==> config.mk <==
export PLATFORM = sky130hd
export DESIGN_NAME = soc_ifc_regs
export DESIGN_NICKNAME = d
export VERILOG_FILES = /design/src/hdl/soc_ifc_csr_pkg.sv /design/src/hdl/soc_ifc_pkg.sv /design/src/hdl/soc_ifc_regs.sv
export SDC_FILE = /design/constraint.sdc
export NUM_CORES = 1
export LEC_CHECK = 0
export BUFFER_PORTS_ARGS = -buffer_cell sky130_fd_sc_hd__buf_2
export CAP_MARGIN = 20
export CORE_MARGIN = 5
export CORE_UTILIZATION = 50
export CTS_BUF_LIST = sky130_fd_sc_hd__clkbuf_8
export DETAILED_ROUTE_END_ITERATION = 8
export GPL_TIMING_DRIVEN = 0
export PLACE_DENSITY = 0.73
export SYNTH_ARGS = -nofsm -noshare
export SYNTH_HDL_FRONTEND = slang
export SYNTH_SLANG_ARGS = --single-unit
==> constraint.sdc <==
create_clock -name clk -period 2.8 [get_ports clk]
set_input_delay 0.56 -clock clk [delete_from_list [all_inputs] [get_ports clk]]
set_output_delay 0.56 -clock clk [all_outputs]
set_load 0.02 [all_outputs]
==> src/hdl/soc_ifc_csr_pkg.sv <==
package soc_ifc_csr_pkg;

    // Byte offset of a register inside its window
    typedef logic [7:0] csr_offset_t;

    // Mailbox register window layout
    localparam csr_offset_t MBOX_LOCK_OFFSET = 8'h00;
    // Owner of the lock, read-only from both requesters
    localparam csr_offset_t MBOX_USER_OFFSET = 8'h04;

    // Depth of the mailbox SRAM in words and the index that selects one word
    localparam int MBOX_DEPTH = 256;
    typedef logic [$clog2(MBOX_DEPTH)-1:0] mbox_idx_t;

    // Register block layout, four scratch words followed by five valid-user words
    localparam int REG_NUM_SCRATCH = 4;
    localparam csr_offset_t REG_SCRATCH_OFFSET = 8'h00;
    localparam csr_offset_t REG_VALID_USER_OFFSET = 8'h10;

    // Every valid-user word starts out as all ones
    localparam logic [31:0] VALID_USER_RESET = 32'hFFFF_FFFF;

    // Mailbox lock state, the encoding is the bit returned on a lock read
    typedef enum logic {
        MBOX_UNLOCKED = 1'b0,
        MBOX_LOCKED = 1'b1
    } mbox_lock_e;

endpackage

==> src/hdl/soc_ifc_pkg.sv <==
package soc_ifc_pkg;

    // Widths of the request fields that both requesters and every target share
    localparam int SOC_IFC_ADDR_W = 18;
    localparam int SOC_IFC_DATA_W = 32;
    localparam int SOC_IFC_USER_W = 32;

    // Byte address, data word and user attribute of one access
    typedef logic [SOC_IFC_ADDR_W-1:0] soc_ifc_addr_t;
    typedef logic [SOC_IFC_DATA_W-1:0] soc_ifc_data_t;
    typedef logic [SOC_IFC_USER_W-1:0] soc_ifc_user_t;

    // Mailbox register window with the lock and owner words
    localparam soc_ifc_addr_t MBOX_REG_START_ADDR = 18'h0_0000;
    localparam soc_ifc_addr_t MBOX_REG_END_ADDR = 18'h0_00FF;

    // Mailbox direct memory window, 256 words of SRAM, open to uc only
    localparam soc_ifc_addr_t MBOX_DIR_START_ADDR = 18'h1_0000;
    localparam soc_ifc_addr_t MBOX_DIR_END_ADDR = 18'h1_03FF;

    // Register block with scratch and valid-user words
    localparam soc_ifc_addr_t SOC_IFC_REG_START_ADDR = 18'h3_0000;
    localparam soc_ifc_addr_t SOC_IFC_REG_END_ADDR = 18'h3_00FF;

    // A soc mailbox request must match one of these user words
    localparam int NUM_VALID_USERS = 5;

endpackage

==> src/hdl/soc_ifc_regs.sv <==
`timescale 1ns/1ps

module soc_ifc_regs import soc_ifc_pkg::*, soc_ifc_csr_pkg::*; (
    input  logic clk,
    input  logic rst_b,
    input  logic reg_req_dv,
    input  soc_ifc_addr_t addr,
    input  soc_ifc_data_t wdata,
    input  logic write,
    output logic hold,
    output soc_ifc_data_t rdata,
    output logic error,
    output soc_ifc_user_t [NUM_VALID_USERS-1:0] valid_users
);

    soc_ifc_data_t scratch_q [REG_NUM_SCRATCH];
    logic [REG_NUM_SCRATCH-1:0] scratch_sel;
    logic [NUM_VALID_USERS-1:0] user_sel;
    logic [5:0] word;

    // Word number within the register window
    assign word = addr[7:2];

    always_comb begin
        for (int i = 0; i < REG_NUM_SCRATCH; i++) begin
            scratch_sel[i] = reg_req_dv & (word == REG_SCRATCH_OFFSET[7:2] + 6'(i));
        end
        for (int j = 0; j < NUM_VALID_USERS; j++) begin
            user_sel[j] = reg_req_dv & (word == REG_VALID_USER_OFFSET[7:2] + 6'(j));
        end
    end

    // Every access here is single cycle
    assign hold = 1'b0;

    always_ff @(posedge clk or negedge rst_b) begin
        if (!rst_b) begin
            for (int i = 0; i < REG_NUM_SCRATCH; i++) begin
                scratch_q[i] <= '0;
            end
            for (int j = 0; j < NUM_VALID_USERS; j++) begin
                valid_users[j] <= VALID_USER_RESET;
            end
        end else if (write) begin
            for (int i = 0; i < REG_NUM_SCRATCH; i++) begin
                if (scratch_sel[i]) scratch_q[i] <= wdata;
            end
            for (int j = 0; j < NUM_VALID_USERS; j++) begin
                if (user_sel[j]) valid_users[j] <= wdata;
            end
        end
    end

    // Selects are one-hot, so an OR of the gated words forms the read mux
    always_comb begin
        rdata = '0;
        if (!write) begin
            for (int i = 0; i < REG_NUM_SCRATCH; i++) begin
                rdata |= {SOC_IFC_DATA_W{scratch_sel[i]}} & scratch_q[i];
            end
            for (int j = 0; j < NUM_VALID_USERS; j++) begin
                rdata |= {SOC_IFC_DATA_W{user_sel[j]}} & valid_users[j];
            end
        end
    end

    // Holes in the window answer with error
    assign error = reg_req_dv & ~(|scratch_sel) & ~(|user_sel);

endmodule

==> results.toml, run 1 <==
[synth]
edff_count_synth = 0
area_contributors_post_synth = "sky130_fd_sc_hd__dfstp_2, sky130_fd_sc_hd__dfrtp_1, sky130_fd_sc_hd__mux2_2, sky130_fd_sc_hd__mux2i_1, sky130_fd_sc_hd__mux2_4"
synth_top_flop_cell = "sky130_fd_sc_hd__dfstp_2"
synthTopCellsByCount = "sky130_fd_sc_hd__mux2_2, sky130_fd_sc_hd__dfstp_2, sky130_fd_sc_hd__dfrtp_1"
synth_most_common_cell = "sky130_fd_sc_hd__mux2_2"
async_reset_ff_frac = 1.00
synth_seq_area_share = 0.555
yosys_warnings = 0
syn_nets = 976
avgSynthCellArea_um2 = 14.5
syn_inst = 922
dominant_cell_type_by_area_after_synthesis = "sky130_fd_sc_hd__dfstp_2"
syn_area_mm2 = 0.0134
yosys.cell_types.count = 39
yosys_register_bits = 288
netlist.area_leader.share = 0.315

[min_path]
timing.hold.worst.class = "input port to flop"

[final_layout]
drive_gt1_frac = 0.700
fin_area_mm2 = 0.0170
post-route-util = 0.647
layout.nets = 1273
synthToLayoutAreaGrowth_pct = 27.0

[timing]
clock_skew_ns = 0
post-route-period-util = 1.05
final_count_of_hold_timing_violations = 0
grt_setup_unrepaired = "true"
final-max-slew-violation-count = 0
max_freq_mhz = 341
setup_slack_ns = -0.130
final_setup_tns_ns = -2.05
timing.final.setup_violations = 24
finalWorstPathRequiredPeriod_ns = 2.93
relSlewSlack = 0.350
tightestPinTransition_ns = 0.975
finalHoldWorstSlack_ns = 0.337

[outcome]
run_status = "finished with violations"
failed_checks = "setup timing"

[pwr]
fin_total_pwr_uw = 10100
vdd_ir_drop_max_uv = 334
leakage_uw = 0.00794
power_density_mw_per_mm2 = 594

[placement]
global_placer_s_final_weighted_congestion = 0.793
placed_area_mm2 = 0.0152
place.port_buffers = 232
post-dp-hpwl_um = 25500

[cts]
clk_latency_ns = 0.57
cts_tree = "yes"
cts_num_sinks = 288
cts_htree_levels = 2
cts.clk_slew.worst_paths_ns = 0.07
cts-root-buf = "sky130_fd_sc_hd__clkbuf_8"
cts_inserted_buffers = 48
clock_path_buffers = 3

[floorplanning]
core_region_area_mm2 = 0.0262
width_of_the_chip_um = 173
die_area_mm2 = 0.0301
start_util = 0.509
die_height_um = 173
ios = 248
fp-row-count = 59

[grt]
gr-total-overflow = 0
grt_pass1_vias = 10000
pin_count_of_the_biggest_net_entering_global_routing = 123
grt_first_pass_wirelength_um = 60400
grt_antenna_before_repair = 1
grt_use_total = 0.257

[drt]
routed-via-count = 9194
detailed_router_s_first_iteration_violation_count = 496
drt.antenna.violating_nets = 0
drc_errors = 0
detail_route.first_pass.iterations = 5
routed_wl_um = 39300
wl_per_cell_um = 24.7
post_drt_via_cell_ratio = 5.77

[setup_path]
timing.critical_path.slowest_cell_delay_ns = 0.58
critPathRequiredTime_ns = 2.24
timing.critical_path.arrival_ns = 2.37
reg2reg_setup_slack_ns = 2.01
crit_fanout = 5
crit_path_cell_trace = "buf_8, or3b_4, or4b_4, clkbuf_8, o22a_1, a31oi_4, buf_6"
crit_path_start_kind = "input port"
timing.critical_path.to_type = "output pin"
worst-setup-path-type = "input port to output pin"
critPathSlowestCell = "sky130_fd_sc_hd__or4b_4"

[flow_run]
drv.max_cap_violation_count = 0
[per-layer routing]
layer / global-route usage / part of all wire / routed length [um]
met3: 0.0617 / 0.065 / 2560
met5: 0 / 0 / 0
met4: 0.0891 / 0.029 / 1140
met1: 0.335 / 0.43 / 16800
met2: 0.424 / 0.48 / 18900
[cells in the final DEF (no fill, tap or decap), types with 2 or more instances in the layout]
cell type / instances
sky130_fd_sc_hd__inv_1: 23
sky130_fd_sc_hd__buf_4: 30
sky130_fd_sc_hd__buf_1: 2
sky130_fd_sc_hd__a31oi_4: 16
sky130_fd_sc_hd__nor2_2: 2
sky130_fd_sc_hd__clkbuf_8: 62
sky130_fd_sc_hd__mux2_2: 253
sky130_fd_sc_hd__buf_16: 2
sky130_fd_sc_hd__a22oi_1: 47
sky130_fd_sc_hd__buf_6: 30
sky130_fd_sc_hd__clkinv_2: 4
sky130_fd_sc_hd__mux2i_1: 51
sky130_fd_sc_hd__nand2_2: 6
sky130_fd_sc_hd__a31oi_2: 10
sky130_fd_sc_hd__o31a_1: 2
sky130_fd_sc_hd__or4b_4: 2
sky130_fd_sc_hd__buf_12: 3
sky130_fd_sc_hd__nand2_1: 41
sky130_fd_sc_hd__nor2_1: 3
sky130_fd_sc_hd__nand2_4: 3
sky130_fd_sc_hd__a31oi_1: 5
sky130_fd_sc_hd__buf_2: 212
sky130_fd_sc_hd__mux4_2: 15
sky130_fd_sc_hd__clkbuf_1: 11
sky130_fd_sc_hd__clkbuf_16: 3
sky130_fd_sc_hd__dfrtp_1: 128
sky130_fd_sc_hd__nor4b_4: 2
sky130_fd_sc_hd__mux2_4: 30
sky130_fd_sc_hd__o22a_1: 47
sky130_fd_sc_hd__nand3_4: 2
sky130_fd_sc_hd__buf_8: 8
sky130_fd_sc_hd__bufinv_16: 2
sky130_fd_sc_hd__nor2b_1: 2
sky130_fd_sc_hd__clkbuf_4: 9
sky130_fd_sc_hd__dfstp_2: 160
sky130_fd_sc_hd__clkbuf_2: 5
sky130_fd_sc_hd__mux2_1: 5
[cells by family after synthesis]
group | share of synthesized area
simple gates | 0.0284
other cells | 0.000281
buf+inv | 0.0268
flops | 0.555
compound gates | 0.0748
mux | 0.315
[repair_timing]
action / 4_1_cts / 5_1_grt
cloned: 3 / 1
pin swaps: 48 / 16
buffers inserted: 8 / 3
hold buffers: 1 / 0
gates resized for setup: 134 / 37
endpoints found under the setup margin: 32 / 32
endpoints found under the hold margin: 21 / 0
[cell type report]
class,count,area [um^2]
diodes,1,2.50
clock buffers,60,826
well taps,335,419
flip-flops and latches,288,7410
plain buffers,66,512
multi-input cells,561,6000
repair buffers,252,1600
clock inverters,29,175
inverters,2,7.51
fillers,2035,9260
[worst max-delay path: cells and delay by family]
| family | cells | cell delay (ns) |
|---|---|---|
| simple gates | 2 | 0.98 |
| buf+inv | 3 | 0.44 |
| compound gates | 2 | 0.37 |
[worst paths after layout]
check | end | depth (start not counted) | startpoint
setup / recovery | rdata[16] | 7 | addr[6]
hold / removal | scratch_q[54] | 2 | wdata[22]
setup reg to reg | scratch_q[76] | 1 | scratch_q[76]
hold reg to reg | scratch_q[6] | 1 | scratch_q[6]
max in group asynchronous | scratch_q[76] | 4 | rst_b
min in group asynchronous | scratch_q[104] | 2 | rst_b
[flip-flops by register name, summed over array words and instances (netlist names)]
name / flops
valid_users: 160
scratch_q: 128
[metrics by stage]
step / setup WS (ns) / instances
3_5_place_dp: -0.829 / 1492
5_1_grt: -0.158 / 1594
2_1_floorplan: 0.00812 / 922
3_3_place_gp: -4.09 / 1489
6_report: -0.130 / 1594
4_1_cts: -0.177 / 1588
[where the power goes]
part / internal [uW] / switching (uW) / leakage [uW]
Sequential: 4650 / 227 / 0.00340
Clock: 2120 / 1720 / 0.000592
Combinational: 581 / 762 / 0.00395
Total: 7350 / 2710 / 0.00794
Note: power is estimated with default switching activity, not from simulation.
==> run 2, diff against run 1 <==
==> constraint.sdc (replaced) <==
create_clock -name clk -period 3.2 [get_ports clk]
set_input_delay 0.64 -clock clk [delete_from_list [all_inputs] [get_ports clk]]
set_output_delay 0.64 -clock clk [all_outputs]
set_load 0.02 [all_outputs]
==> results.toml, run 2 (synthesis results as in run 1) <==
[drt]
routed-via-count = 9325
wl_per_cell_um = 24.8
drc_errors = 0
detailed_router_s_first_iteration_violation_count = 611
routed_wl_um = 39400
drt.antenna.violating_nets = 0
detail_route.first_pass.iterations = 5
post_drt_via_cell_ratio = 5.86

[grt]
pin_count_of_the_biggest_net_entering_global_routing = 123
grt_use_total = 0.257
gr-total-overflow = 0
grt_pass1_vias = 9982
grt_antenna_before_repair = 1
grt_first_pass_wirelength_um = 60300

[cts]
clk_latency_ns = 0.54
clock_path_buffers = 3
cts_htree_levels = 2
cts.clk_slew.worst_paths_ns = 0.06
cts_inserted_buffers = 49
cts_num_sinks = 288
cts-root-buf = "sky130_fd_sc_hd__clkbuf_8"
cts_tree = "yes"

[timing]
finalHoldWorstSlack_ns = 0.0405
timing.final.setup_violations = 0
clock_skew_ns = 0
final-max-slew-violation-count = 0
finalWorstPathRequiredPeriod_ns = 3.17
tightestPinTransition_ns = 0.947
max_freq_mhz = 316
post-route-period-util = 0.990
final_count_of_hold_timing_violations = 0
relSlewSlack = 0.368

[setup_path]
timing.critical_path.arrival_ns = 2.53
crit_path_start_kind = "input port"
crit_fanout = 5
critPathRequiredTime_ns = 2.56
timing.critical_path.to_type = "output pin"
worst-setup-path-type = "input port to output pin"
startpoint = "addr[6]"
rr_startpoint = "scratch_q[26]"

[final_layout]
drive_gt1_frac = 0.675
layout.cells.most_common = "sky130_fd_sc_hd__mux2_2"
regMostFlops = "valid_users"
post-route-util = 0.624
layout_common_cells = "sky130_fd_sc_hd__mux2_2, sky130_fd_sc_hd__buf_2, sky130_fd_sc_hd__dfstp_2"
reg.largest.list = "valid_users x160, scratch_q x128"
layout.nets = 1268
register_area_mm2 = 0.00741
multiInputGateArea_mm2 = 0.00570
largest_reg_flops = 160
final_cell_count_no_fill = 1590
fillCellCount = 2029
synthToLayoutAreaGrowth_pct = 22.5

[floorplanning]
fp-row-count = 59
die_area_mm2 = 0.0301
start_util = 0.509
ios = 248
die_height_um = 173
core_region_area_mm2 = 0.0262
width_of_the_chip_um = 173

[outcome]
run_status = "finished clean"

[placement]
placed_cells = 1491
global_placer_s_final_weighted_congestion = 0.789
place.port_buffers = 232
post-dp-hpwl_um = 25700

[pwr]
power_density_mw_per_mm2 = 536
vdd_ir_drop_max_uv = 345
fin_total_pwr_uw = 8770
leakage_uw = 0.00778

[flow_run]
drv.max_cap_violation_count = 0

[min_path]
timing.hold.worst.class = "input port to asynchronous set/reset pin"
## run 2: cell types whose count changed in the layout (fill, tap and decap cells not counted), sizes merged
cell	change
clkbuf	+8
buf	-7
bufinv	-2
clkinv	-2
clkinvlp	+1
dlygate4sd3	-1
inv	-1
## run 2: path summary, 6_finish.rpt
check | slack (ns) | endpoint | depth (start not counted)
worst max-delay path | 0.03 | rdata[1] | 7
worst min-delay path | 0.04 | scratch_q[67] | 1
worst max register to register | 2.42 | scratch_q[26] | 1
worst min register to register | 0.49 | scratch_q[6] | 1
max in group asynchronous | 1.71 | scratch_q[90] | 3
min in group clk | 0.42 | valid_users[134] | 2
## run 2: layout make-up
class	instances	area share
Timing Repair Buffer	245	0.0831
Inverter	2	0.000459
Multi-Input combinational cell	561	0.348
Tap cell	335	0.0256
Sequential cell	288	0.453
Clock buffer	66	0.0555
Buffer	67	0.0277
Antenna cell	1	0.000153
Clock inverter	25	0.00635
## run 2: stage by stage
stage	setup WS [ns]	area, um^2	TNS, ns
final	0.0322	16400	0
after global routing	-0.00301	16400	-0.00301
after CTS	-0.0153	16300	-0.0153
after detailed placement	-0.697	15000	-20.47
after global placement	-3.80	14900	-816.92
after floorplan	0.105	13400	0
## run 2: power breakdown
part / leakage, uW / switching, uW / internal (uW)
Sequential: 0.00340 / 199 / 4070
Clock: 0.000595 / 1510 / 1830
Combinational: 0.00379 / 659 / 495
## run 2: layer usage
metal | share of wire | up-vias | global-route usage
met5 | 0 | - | 0
met4 | 0.033 | 0 | 0.0865
met3 | 0.080 | 99 | 0.0672
met2 | 0.48 | 379 | 0.416
met1 | 0.41 | 4812 | 0.338
li1 | - | 4035 | -
## run 2: critical path, cell delays in order
cell	delay, ns
sky130_fd_sc_hd__buf_8	0.10
sky130_fd_sc_hd__or3b_4	0.40
sky130_fd_sc_hd__or4b_4	0.58
sky130_fd_sc_hd__buf_4	0.21
sky130_fd_sc_hd__o22a_1	0.19
sky130_fd_sc_hd__a31oi_2	0.23
sky130_fd_sc_hd__buf_4	0.18
## run 2: what timing repair did
action / in CTS / in global routing
cloned: 2 / 0
endpoints found under the setup margin: 32 / 31
pin swaps: 7 / 2
endpoints found under the hold margin: 0 / 0
hold buffers: 0 / 0
setup buffers: 8 / 1
gates resized for setup: 67 / 28
