[config.mk]
export PLATFORM = sky130hd
export DESIGN_NAME = soc_ifc_arb
export DESIGN_NICKNAME = d
export VERILOG_FILES = /design/src/hdl/soc_ifc_pkg.sv /design/src/hdl/soc_ifc_arb.sv
export SDC_FILE = /design/constraint.sdc
export NUM_CORES = 1
export LEC_CHECK = 0
export ABC_AREA = 1
export ABC_CLOCK_PERIOD_IN_PS = 3900
export BUFFER_PORTS_ARGS = -buffer_cell sky130_fd_sc_hd__buf_2
export CORE_AREA = 4 4 218 220
export DETAILED_ROUTE_END_ITERATION = 16
export DIE_AREA = 0 0 222 224
export GPL_ROUTABILITY_DRIVEN = 0
export SLEW_MARGIN = 15
export SYNTH_ARGS = -nofsm -noshare
export SYNTH_HDL_FRONTEND = slang
export SYNTH_SLANG_ARGS = --single-unit
[constraint.sdc]
create_clock -name clk -period 3.9 [get_ports clk]
set_input_delay 0.39 -clock clk [delete_from_list [all_inputs] [get_ports clk]]
set_output_delay 0.39 -clock clk [all_outputs]
set_load 0.02 [all_outputs]
[src/hdl/soc_ifc_pkg.sv]
package soc_ifc_pkg;

    // Widths of the request fields that both requesters and every target share
    localparam int SOC_IFC_ADDR_W = 18;
    localparam int SOC_IFC_DATA_W = 32;
    localparam int SOC_IFC_USER_W = 32;

    // Byte address, data word and user attribute of one access
    typedef logic [SOC_IFC_ADDR_W-1:0] soc_ifc_addr_t;
    typedef logic [SOC_IFC_DATA_W-1:0] soc_ifc_data_t;
    typedef logic [SOC_IFC_USER_W-1:0] soc_ifc_user_t;

    // Mailbox register window with the lock and owner words
    localparam soc_ifc_addr_t MBOX_REG_START_ADDR = 18'h0_0000;
    localparam soc_ifc_addr_t MBOX_REG_END_ADDR = 18'h0_00FF;

    // Mailbox direct memory window, 256 words of SRAM, open to uc only
    localparam soc_ifc_addr_t MBOX_DIR_START_ADDR = 18'h1_0000;
    localparam soc_ifc_addr_t MBOX_DIR_END_ADDR = 18'h1_03FF;

    // Register block with scratch and valid-user words
    localparam soc_ifc_addr_t SOC_IFC_REG_START_ADDR = 18'h3_0000;
    localparam soc_ifc_addr_t SOC_IFC_REG_END_ADDR = 18'h3_00FF;

    // A soc mailbox request must match one of these user words
    localparam int NUM_VALID_USERS = 5;

endpackage

[src/hdl/soc_ifc_arb.sv]
`timescale 1ns/1ps

module soc_ifc_arb import soc_ifc_pkg::*; (
    input  logic clk,
    input  logic rst_b,

    input  soc_ifc_user_t [NUM_VALID_USERS-1:0] valid_users,

    // Internal microcontroller requester
    input  logic uc_req_dv,
    input  soc_ifc_addr_t uc_req_addr,
    input  soc_ifc_data_t uc_req_wdata,
    input  logic uc_req_write,
    output logic uc_req_hold,
    output soc_ifc_data_t uc_rdata,
    output logic uc_error,

    // External SoC requester
    input  logic soc_req_dv,
    input  soc_ifc_addr_t soc_req_addr,
    input  soc_ifc_data_t soc_req_wdata,
    input  logic soc_req_write,
    input  soc_ifc_user_t soc_req_user,
    output logic soc_req_hold,
    output soc_ifc_data_t soc_rdata,
    output logic soc_error,

    // Mailbox target
    output logic mbox_req_dv,
    output logic mbox_dir_req_dv,
    output soc_ifc_addr_t mbox_req_addr,
    output soc_ifc_data_t mbox_req_wdata,
    output logic mbox_req_write,
    output soc_ifc_user_t mbox_req_user,
    input  logic mbox_req_hold,
    input  soc_ifc_data_t mbox_rdata,
    input  logic mbox_error,

    // Register block target
    output logic reg_req_dv,
    output soc_ifc_addr_t reg_req_addr,
    output soc_ifc_data_t reg_req_wdata,
    output logic reg_req_write,
    input  logic reg_req_hold,
    input  soc_ifc_data_t reg_rdata,
    input  logic reg_error
);

    // User attribute that the mailbox sees on every uc access
    localparam soc_ifc_user_t UC_USER = 32'h0000_0000;

    logic soc_has_priority;
    logic soc_user_ok;
    logic uc_mbox_reg_req;
    logic uc_mbox_dir_req;
    logic uc_mbox_req;
    logic uc_reg_req;
    logic soc_mbox_req;
    logic soc_reg_req;
    logic mbox_collision;
    logic reg_collision;
    logic soc_wins_mbox;
    logic soc_wins_reg;
    logic uc_owns_mbox;
    logic uc_owns_reg;

    // The SoC user must match one of the programmed valid users
    always_comb begin
        soc_user_ok = 1'b0;
        for (int i = 0; i < NUM_VALID_USERS; i++) begin
            soc_user_ok |= (soc_req_user == valid_users[i]);
        end
    end

    // Decode of the uc address against every window it may use
    assign uc_mbox_reg_req = uc_req_dv &
        (uc_req_addr inside {[MBOX_REG_START_ADDR:MBOX_REG_END_ADDR]});
    assign uc_mbox_dir_req = uc_req_dv &
        (uc_req_addr inside {[MBOX_DIR_START_ADDR:MBOX_DIR_END_ADDR]});
    assign uc_mbox_req = uc_mbox_reg_req | uc_mbox_dir_req;
    assign uc_reg_req = uc_req_dv &
        (uc_req_addr inside {[SOC_IFC_REG_START_ADDR:SOC_IFC_REG_END_ADDR]});

    // The soc side never reaches the direct window, so a hit there falls to the error path
    assign soc_mbox_req = soc_req_dv & soc_user_ok &
        (soc_req_addr inside {[MBOX_REG_START_ADDR:MBOX_REG_END_ADDR]});
    assign soc_reg_req = soc_req_dv &
        (soc_req_addr inside {[SOC_IFC_REG_START_ADDR:SOC_IFC_REG_END_ADDR]});

    // Each requester decodes to one target, so at most one collision exists per cycle
    assign mbox_collision = uc_mbox_req & soc_mbox_req;
    assign reg_collision = uc_reg_req & soc_reg_req;

    // The soc side takes a target when alone on it or when it holds the priority
    assign soc_wins_mbox = soc_mbox_req & (~mbox_collision | soc_has_priority);
    assign soc_wins_reg = soc_reg_req & (~reg_collision | soc_has_priority);
    assign uc_owns_mbox = uc_mbox_req & ~soc_wins_mbox;
    assign uc_owns_reg = uc_reg_req & ~soc_wins_reg;

    // The flag flips only when a collision cycle completes, so a held winner keeps the grant
    always_ff @(posedge clk or negedge rst_b) begin
        if (!rst_b) begin
            soc_has_priority <= 1'b0;
        end else if ((mbox_collision & ~mbox_req_hold) | (reg_collision & ~reg_req_hold)) begin
            soc_has_priority <= ~soc_has_priority;
        end
    end

    // Mailbox strobes and fields follow the owner of the mailbox this cycle
    assign mbox_req_dv = soc_wins_mbox | (uc_mbox_reg_req & ~soc_wins_mbox);
    assign mbox_dir_req_dv = uc_mbox_dir_req & ~soc_wins_mbox;
    assign mbox_req_addr = soc_wins_mbox ? soc_req_addr : uc_req_addr;
    assign mbox_req_wdata = soc_wins_mbox ? soc_req_wdata : uc_req_wdata;
    assign mbox_req_write = soc_wins_mbox ? soc_req_write : uc_req_write;
    assign mbox_req_user = soc_wins_mbox ? soc_req_user : UC_USER;

    // The register block sees the winner of its own window
    assign reg_req_dv = uc_reg_req | soc_reg_req;
    assign reg_req_addr = soc_wins_reg ? soc_req_addr : uc_req_addr;
    assign reg_req_wdata = soc_wins_reg ? soc_req_wdata : uc_req_wdata;
    assign reg_req_write = soc_wins_reg ? soc_req_write : uc_req_write;

    // The AND/OR return mux lets only the owner of a target see its data
    assign uc_rdata = ({SOC_IFC_DATA_W{uc_owns_mbox}} & mbox_rdata) |
                      ({SOC_IFC_DATA_W{uc_owns_reg}} & reg_rdata);
    assign soc_rdata = ({SOC_IFC_DATA_W{soc_wins_mbox}} & mbox_rdata) |
                       ({SOC_IFC_DATA_W{soc_wins_reg}} & reg_rdata);

    // A loser waits on the collision and an owner waits on its target
    assign uc_req_hold = (uc_mbox_req & ~uc_owns_mbox) | (uc_reg_req & ~uc_owns_reg) |
                         (uc_owns_mbox & mbox_req_hold) | (uc_owns_reg & reg_req_hold);
    assign soc_req_hold = (soc_mbox_req & ~soc_wins_mbox) | (soc_reg_req & ~soc_wins_reg) |
                          (soc_wins_mbox & mbox_req_hold) | (soc_wins_reg & reg_req_hold);

    // Target errors go to the owner while unmapped or refused requests fail at once
    assign uc_error = (uc_owns_mbox & mbox_error) | (uc_owns_reg & reg_error) |
                      (uc_req_dv & ~(uc_mbox_req | uc_reg_req));
    assign soc_error = (soc_wins_mbox & mbox_error) | (soc_wins_reg & reg_error) |
                       (soc_req_dv & ~(soc_mbox_req | soc_reg_req));

endmodule

==> impl_metrics.csv, run 1 <==
group,metric,value,unit
timing,fmax,275,MHz
min_path,hp-class,"in -> async",
floorplan,core_area,45300,um2
grt,grt_max_degree,161,
cells_and_area,areaGrowthSynthToFinish,63.6,%
critical_path,critPathLaunchType,"input port",
cells_and_area,final_area,8090,um2
critical_path,cp_data_arrival_time,3.24,ns
clock_tree,clk_latency,0,ns
placement,place_area,8090,um2
floorplan,dieArea,49700,um2
placement,place_ws,0.207,ns
drt,detail_route.vias_per_cell,3.68,
critical_path,critPathMaxFanout,160,
yosys,ys_warn_count,0,
drt,vias,7576,
placement,portBuffers,570,
timing,rsz0062_at_grt,"no",
floorplan,fp.dieW,222,um
timing,finalHoldViolCount,0,
clock_tree,clkTransAtPathRegs,0,ns
floorplan,start_util,10.9,%
timing,setup_ws,0.269,ns
drt,drtAntennaViolNets,0,
yosys,avgSynthCellArea,5.19,um2
cells_and_area,multi_input_area,3830,um2
run,cap_viol_max_count,0,
timing,final_max_slew_viol_count,0,
drt,finalWirelength,35800,um
yosys,syn_area,4940,um2
yosys,yosysTopAreaCellShare,22.2,%
critical_path,crit_path_end_kind,"output pin",
cells_and_area,regMostFlops,"soc_has_priority",
timing,tns,0,ns
timing,worst_pin_slew,0.927,ns
timing,fin_worst_skew,0,ns
yosys,synth.distinct_cells,29,
cells_and_area,nFillCells,5387,
grt,grt_pass1_wl,48700,um
timing,post-route-period-util,93.1,%
yosys,synthCells,953,
drt,dr.pass1.iters,4,
drt,wl_per_cell,17.4,um
power_and_ir_drop,p_leak,4.88,nW
cells_and_area,finalNetCount,1826,
yosys,synth_ff_type,"dfrtp_1",
cells_and_area,drive_gt1_share,41.7,%
timing,relSlewSlack,38.2,%
critical_path,worstReg2RegStart,"soc_has_priority$_DFFE_PN0P_",
floorplan,die_height,224,um
cells_and_area,top_regs,"soc_has_priority (1)",
yosys,synth_top_cell_by_area,"nand2_1",
yosys,seq_area_frac_synth,0.506,%
placement,place_inst,2058,
cells_and_area,largest_register_ffs,1,
grt,grt_remaining_overflow,0,
yosys,synth_seq_cells,1,
yosys,synth_area_leaders,"nand2_1 22%, xnor2_1 14%, xor2_1 11%, inv_1 11%, o21ai_0 9.3%",
critical_path,reg2reg_depth,4,
critical_path,r2r_slack,3.03,ns
power_and_ir_drop,power.density,90.5,nW/um2
cells_and_area,fin_util,17.9,%
yosys,async_flop_share,100,%
grt,grtUsageTotal,13.1,%
clock_tree,cts_resized,0,
clock_tree,hold_buffers,0,
cells_and_area,final-seq-area,25.0,um2
grt,grt_pass1_vias,7376,
timing,setup_viol,0,
power_and_ir_drop,peakVddDrop,0.0520,mV
drt,drc,0,
placement,place_hpwl,32200,um
status,run_status,"complete, no violations",
cells_and_area,instances_no_fill,2059,
grt,antenna_found_initial,12,
floorplan,pin_count,571,
critical_path,rr_endpoint,"soc_has_priority$_DFFE_PN0P_",
critical_path,required,3.51,ns
clock_tree,postCtsSetupRepairBufs,0,
critical_path,crit_type,"in -> out",
drt,drt-initial-drc-count,313,
yosys,synth_edf_count,0,
yosys,syn-num-nets,1319,
floorplan,rows,78,
timing,layout_min_cycle_time,3.63,ns
## worst max-delay path by stage
stage                     slack (ns)                 end        startpoint
final                           0.27        soc_rdata[0]  soc_req_user[19]
after global routing            0.13        soc_rdata[0]  soc_req_user[19]
after CTS                       0.20         uc_rdata[6]   uc_req_addr[10]
after detailed placement        0.21         uc_rdata[6]   uc_req_addr[10]
after global placement          0.26         uc_rdata[6]   uc_req_addr[10]
after floorplan                 1.48  mbox_req_wdata[31]  soc_req_user[25]
## cells in the mapped netlist, types with 2 or more instances
| master | count |
|---|---|
| buf_6 | 12 |
| o21ai_1 | 40 |
| buf_2 | 6 |
| o21ai_0 | 92 |
| inv_1 | 143 |
| a21oi_1 | 2 |
| nor2_4 | 2 |
| nand4_1 | 13 |
| nand2_1 | 293 |
| o21ai_2 | 15 |
| xnor2_1 | 80 |
| inv_2 | 11 |
| or2_1 | 2 |
| nor2_1 | 110 |
| nor3_1 | 3 |
| xor2_1 | 62 |
| nand2_2 | 2 |
| clkbuf_1 | 9 |
| buf_4 | 41 |
| nand3_1 | 6 |
## layout make-up
class | instances | area share, %
Multi-Input combinational cell | 730 | 47.4
Sequential cell | 1 | 0.309
Antenna cell | 1 | 0.0309
Timing Repair Buffer | 573 | 35.8
Tap cell | 600 | 9.28
Inverter | 154 | 7.14
## cell usage in the layout, fill, tap and decap left out
cell / count
xnor2_1: 80
o21ai_2: 15
buf_4: 1
inv_2: 11
nor3_4: 1
inv_1: 143
nand3_1: 6
nor4_4: 1
nor2_1: 110
nor4_1: 1
nor3_2: 1
nor4_2: 1
o211ai_1: 1
nand3b_1: 1
or2_1: 2
nor3_1: 3
nand4_1: 13
o21ai_0: 92
nand2_2: 2
buf_12: 2
nand2_1: 293
buf_2: 570
o21ai_1: 40
diode_2: 1
xor2_1: 62
o211ai_4: 1
nor2_4: 2
dfrtp_1: 1
a21oi_1: 2
## critical path, cell delays in order
cell and delay, ns:
buf_2 0.15, xor2_1 0.18, nor2_1 0.29, nand2_1 0.09
nor2_1 0.31, nand2_1 0.09, nor2_1 0.09, nor2_1 0.06
nand2_2 0.14, o211ai_4 0.11, buf_12 0.24, o21ai_0 0.60
buf_2 0.27
## metrics by stage
step                hold WS [ns]  power, mW
global placement           0.166      0.741
floorplan                 0.0944      0.385
finish                     0.165      0.732
global route               0.172      0.809
detailed placement         0.167      0.742
CTS                        0.167      0.746
## kinds of logic after synthesis
family	count (synthesis)	share of synthesized area (%)
simple gates	437	35.6
buf+inv	222	21.9
compound gates	151	16.8
xor+xnor	142	25.2
flops	1	0.506
## per-layer routing
layer	vias to the layer above	GRT usage (%)	share of wire [%]
li1	3863	-	-
met1	3253	14.9	38
met2	402	25.6	52
met3	52	1.87	6.4
met4	6	3.22	3.0
met5	-	0	0.10
## power breakdown
group            total [mW]  internal, mW  switching [mW]
clock          0.0000000347  0.0000000347               0
sequential           0.0106        0.0106     0.000000341
combinational         0.721         0.306           0.415
total                 0.732         0.317           0.415
(Power assumes the default switching activity.)
==> run 2, diff against run 1 <==
--- a/config.mk
+++ b/config.mk
@@ -6,7 +6,7 @@
 export NUM_CORES = 1
 export LEC_CHECK = 0
 export ABC_AREA = 1
-export ABC_CLOCK_PERIOD_IN_PS = 3900
+export ABC_CLOCK_PERIOD_IN_PS = 3700
 export BUFFER_PORTS_ARGS = -buffer_cell sky130_fd_sc_hd__buf_2
 export CORE_AREA = 4 4 218 220
 export DETAILED_ROUTE_END_ITERATION = 16
==> constraint.sdc (replaced) <==
create_clock -name clk -period 3.7 [get_ports clk]
set_input_delay 0.37 -clock clk [delete_from_list [all_inputs] [get_ports clk]]
set_output_delay 0.37 -clock clk [all_outputs]
set_load 0.02 [all_outputs]
==> run 2 against run 1 <==
  * Sequential share of layout area about the same
  * Hold slack worse by 0.019 ns
  * Worst setup slack better by 0.086 ns
  * Sequential cell count unchanged
  * Via count about the same
  * Sequential power up 5%
  * Clock skew unchanged
  * Critical path depth up 1
  * First-iteration DRC count up 5.8%
==> impl_metrics.csv, run 2 (synthesized netlist as in run 1, its figures left out) <==
group,metric,value,unit
status,run_status,"complete, no violations",
timing,layout_min_cycle_time,3.35,ns
timing,fin_worst_skew,0,ns
critical_path,cp_num_cells,14,
clock_tree,cts_resized,0,
floorplan,pin_count,571,
cells_and_area,nFillCells,5371,
grt,grt_pass1_wl,48700,um
critical_path,critPathMaxStageDelay,0.36,ns
critical_path,crit_type,"in -> out",
critical_path,cp_data_arrival_time,2.98,ns
critical_path,cp-startpoint,"uc_req_addr[10]",
floorplan,fp.dieW,222,um
drt,finalWirelength,35700,um
critical_path,worstPathCellList,"buf_2, nor2_1, nand3_1, inv_2, nand2_1, nor4_4, inv_2, nor3_4, nor2_4, nor2_4, buf_4, nand2_1, o21ai_0, buf_2",
floorplan,core_area,45300,um2
timing,rsz0062_at_grt,"no",
floorplan,start_util,10.9,%
grt,antenna_found_initial,17,
critical_path,required,3.33,ns
cells_and_area,largest_register_ffs,1,
cells_and_area,regMostFlops,"soc_has_priority",
floorplan,die_height,224,um
cells_and_area,top_regs,"soc_has_priority (1)",
drt,detail_route.vias_per_cell,3.67,
grt,grt_max_degree,82,
power_and_ir_drop,p_leak,4.90,nW
cells_and_area,fin_util,18.0,%
cells_and_area,final_cell_mix,"570 x buf_2, 293 x nand2_1, 143 x inv_1",
critical_path,critical-path-top-delay-family,"simple AND/OR/NAND/NOR gates",
drt,wl_met3,2640,um
drt,wl_per_cell,17.3,um
critical_path,cp-endpoint,"uc_rdata[24]",
drt,drc,0,
drt,drtAntennaViolNets,0,
critical_path,critPathSlowestCell,"buf_4",
drt,drt-initial-drc-count,331,
timing,finalHoldViolCount,0,
timing,worst_pin_slew,0.921,ns
critical_path,reg2reg_depth,4,
drt,vias,7577,
cells_and_area,drive_gt1_share,41.9,%
cells_and_area,mostFrequentLayoutCell,"buf_2",
cells_and_area,areaGrowthSynthToFinish,64.5,%
drt,wl_met2,18100,um
grt,grt_remaining_overflow,0,
timing,tns,0,ns
power_and_ir_drop,power.density,94.2,nW/um2
clock_tree,clk_latency,0,ns
floorplan,dieArea,49700,um2
run,cap_viol_max_count,0,
clock_tree,postCtsSetupRepairBufs,0,
critical_path,crit_path_end_kind,"output pin",
timing,setup_viol,0,
timing,relSlewSlack,38.5,%
clock_tree,hold_buffers,0,
timing,fmax,299,MHz
cells_and_area,final_area,8140,um2
drt,met1_length,13400,um
critical_path,rr_endpoint,"soc_has_priority$_DFFE_PN0P_",
placement,place_hpwl,32300,um
critical_path,critPathMaxFanout,36,
critical_path,worstReg2RegStart,"soc_has_priority$_DFFE_PN0P_",
cells_and_area,finalNetCount,1831,
timing,post-route-period-util,90.4,%
placement,portBuffers,570,
power_and_ir_drop,peakVddDrop,0.0461,mV
floorplan,rows,78,
grt,grt_pass1_vias,7398,
drt,dr.pass1.iters,5,
clock_tree,clkTransAtPathRegs,0,ns
critical_path,r2r_slack,2.83,ns
drt,top_layer_used,"met5",
min_path,hp-class,"in -> async",
grt,grtUsageTotal,13.0,%
critical_path,cp.buffers_inverters,5,
timing,final_max_slew_viol_count,0,
critical_path,critPathLaunchType,"input port",
placement,place_area,8130,um2
## run 2: cell count changes in the layout (fill, tap and decap cells not counted)
cell,delta
diode_2,+3
buf_4,+5
## run 2: through the flow
| step | instances | hold WS [ns] | total power, mW | setup slack [ns] |
|---|---|---|---|---|
| floorplan | 953 | 0.0744 | 0.406 | 1.32 |
| global placement | 2063 | 0.146 | 0.772 | 0.177 |
| detailed placement | 2063 | 0.148 | 0.774 | 0.237 |
| CTS | 2063 | 0.148 | 0.778 | 0.230 |
| global route | 2066 | 0.152 | 0.847 | 0.103 |
| finish | 2067 | 0.146 | 0.766 | 0.354 |
## run 2: report_power, final
group / switching, mW / internal [mW]
sequential: 0.000000373 / 0.0111
combinational: 0.433 / 0.323
clock: 0 / 0.000000148
## run 2: cell type report
| class | instances | area [um2] | area share (%) |
|---|---|---|---|
| sequential | 1 | 25.0 | 0.308 |
| timing repair buffer | 578 | 2940 | 36.1 |
| multi-input combinational | 730 | 3830 | 47.1 |
| tap | 600 | 751 | 9.23 |
| antenna | 4 | 10.0 | 0.123 |
| inverter | 154 | 578 | 7.10 |
## run 2: how the worst min path moves through the flow
stage	start	end
after global placement	rst_b	soc_has_priority$_DFFE_PN0P_
final	rst_b	soc_has_priority$_DFFE_PN0P_
after detailed placement	rst_b	soc_has_priority$_DFFE_PN0P_
after floorplan	rst_b	soc_has_priority$_DFFE_PN0P_
after CTS	rst_b	soc_has_priority$_DFFE_PN0P_
after global routing	rst_b	soc_has_priority$_DFFE_PN0P_
## run 2: worst register-to-register path: stages, from the launching register on
cell	delay, ns
dfrtp_1	0.45
inv_1	0.11
nand3_1	0.08
nand2_1	0.07
inv_1	0.04
## run 2: layer usage
metal | GRT usage, % | vias to the layer above
li1 | - | 3874
met1 | 14.4 | 3194
met2 | 24.4 | 431
met3 | 2.77 | 66
met4 | 5.26 | 12
met5 | 0 | -
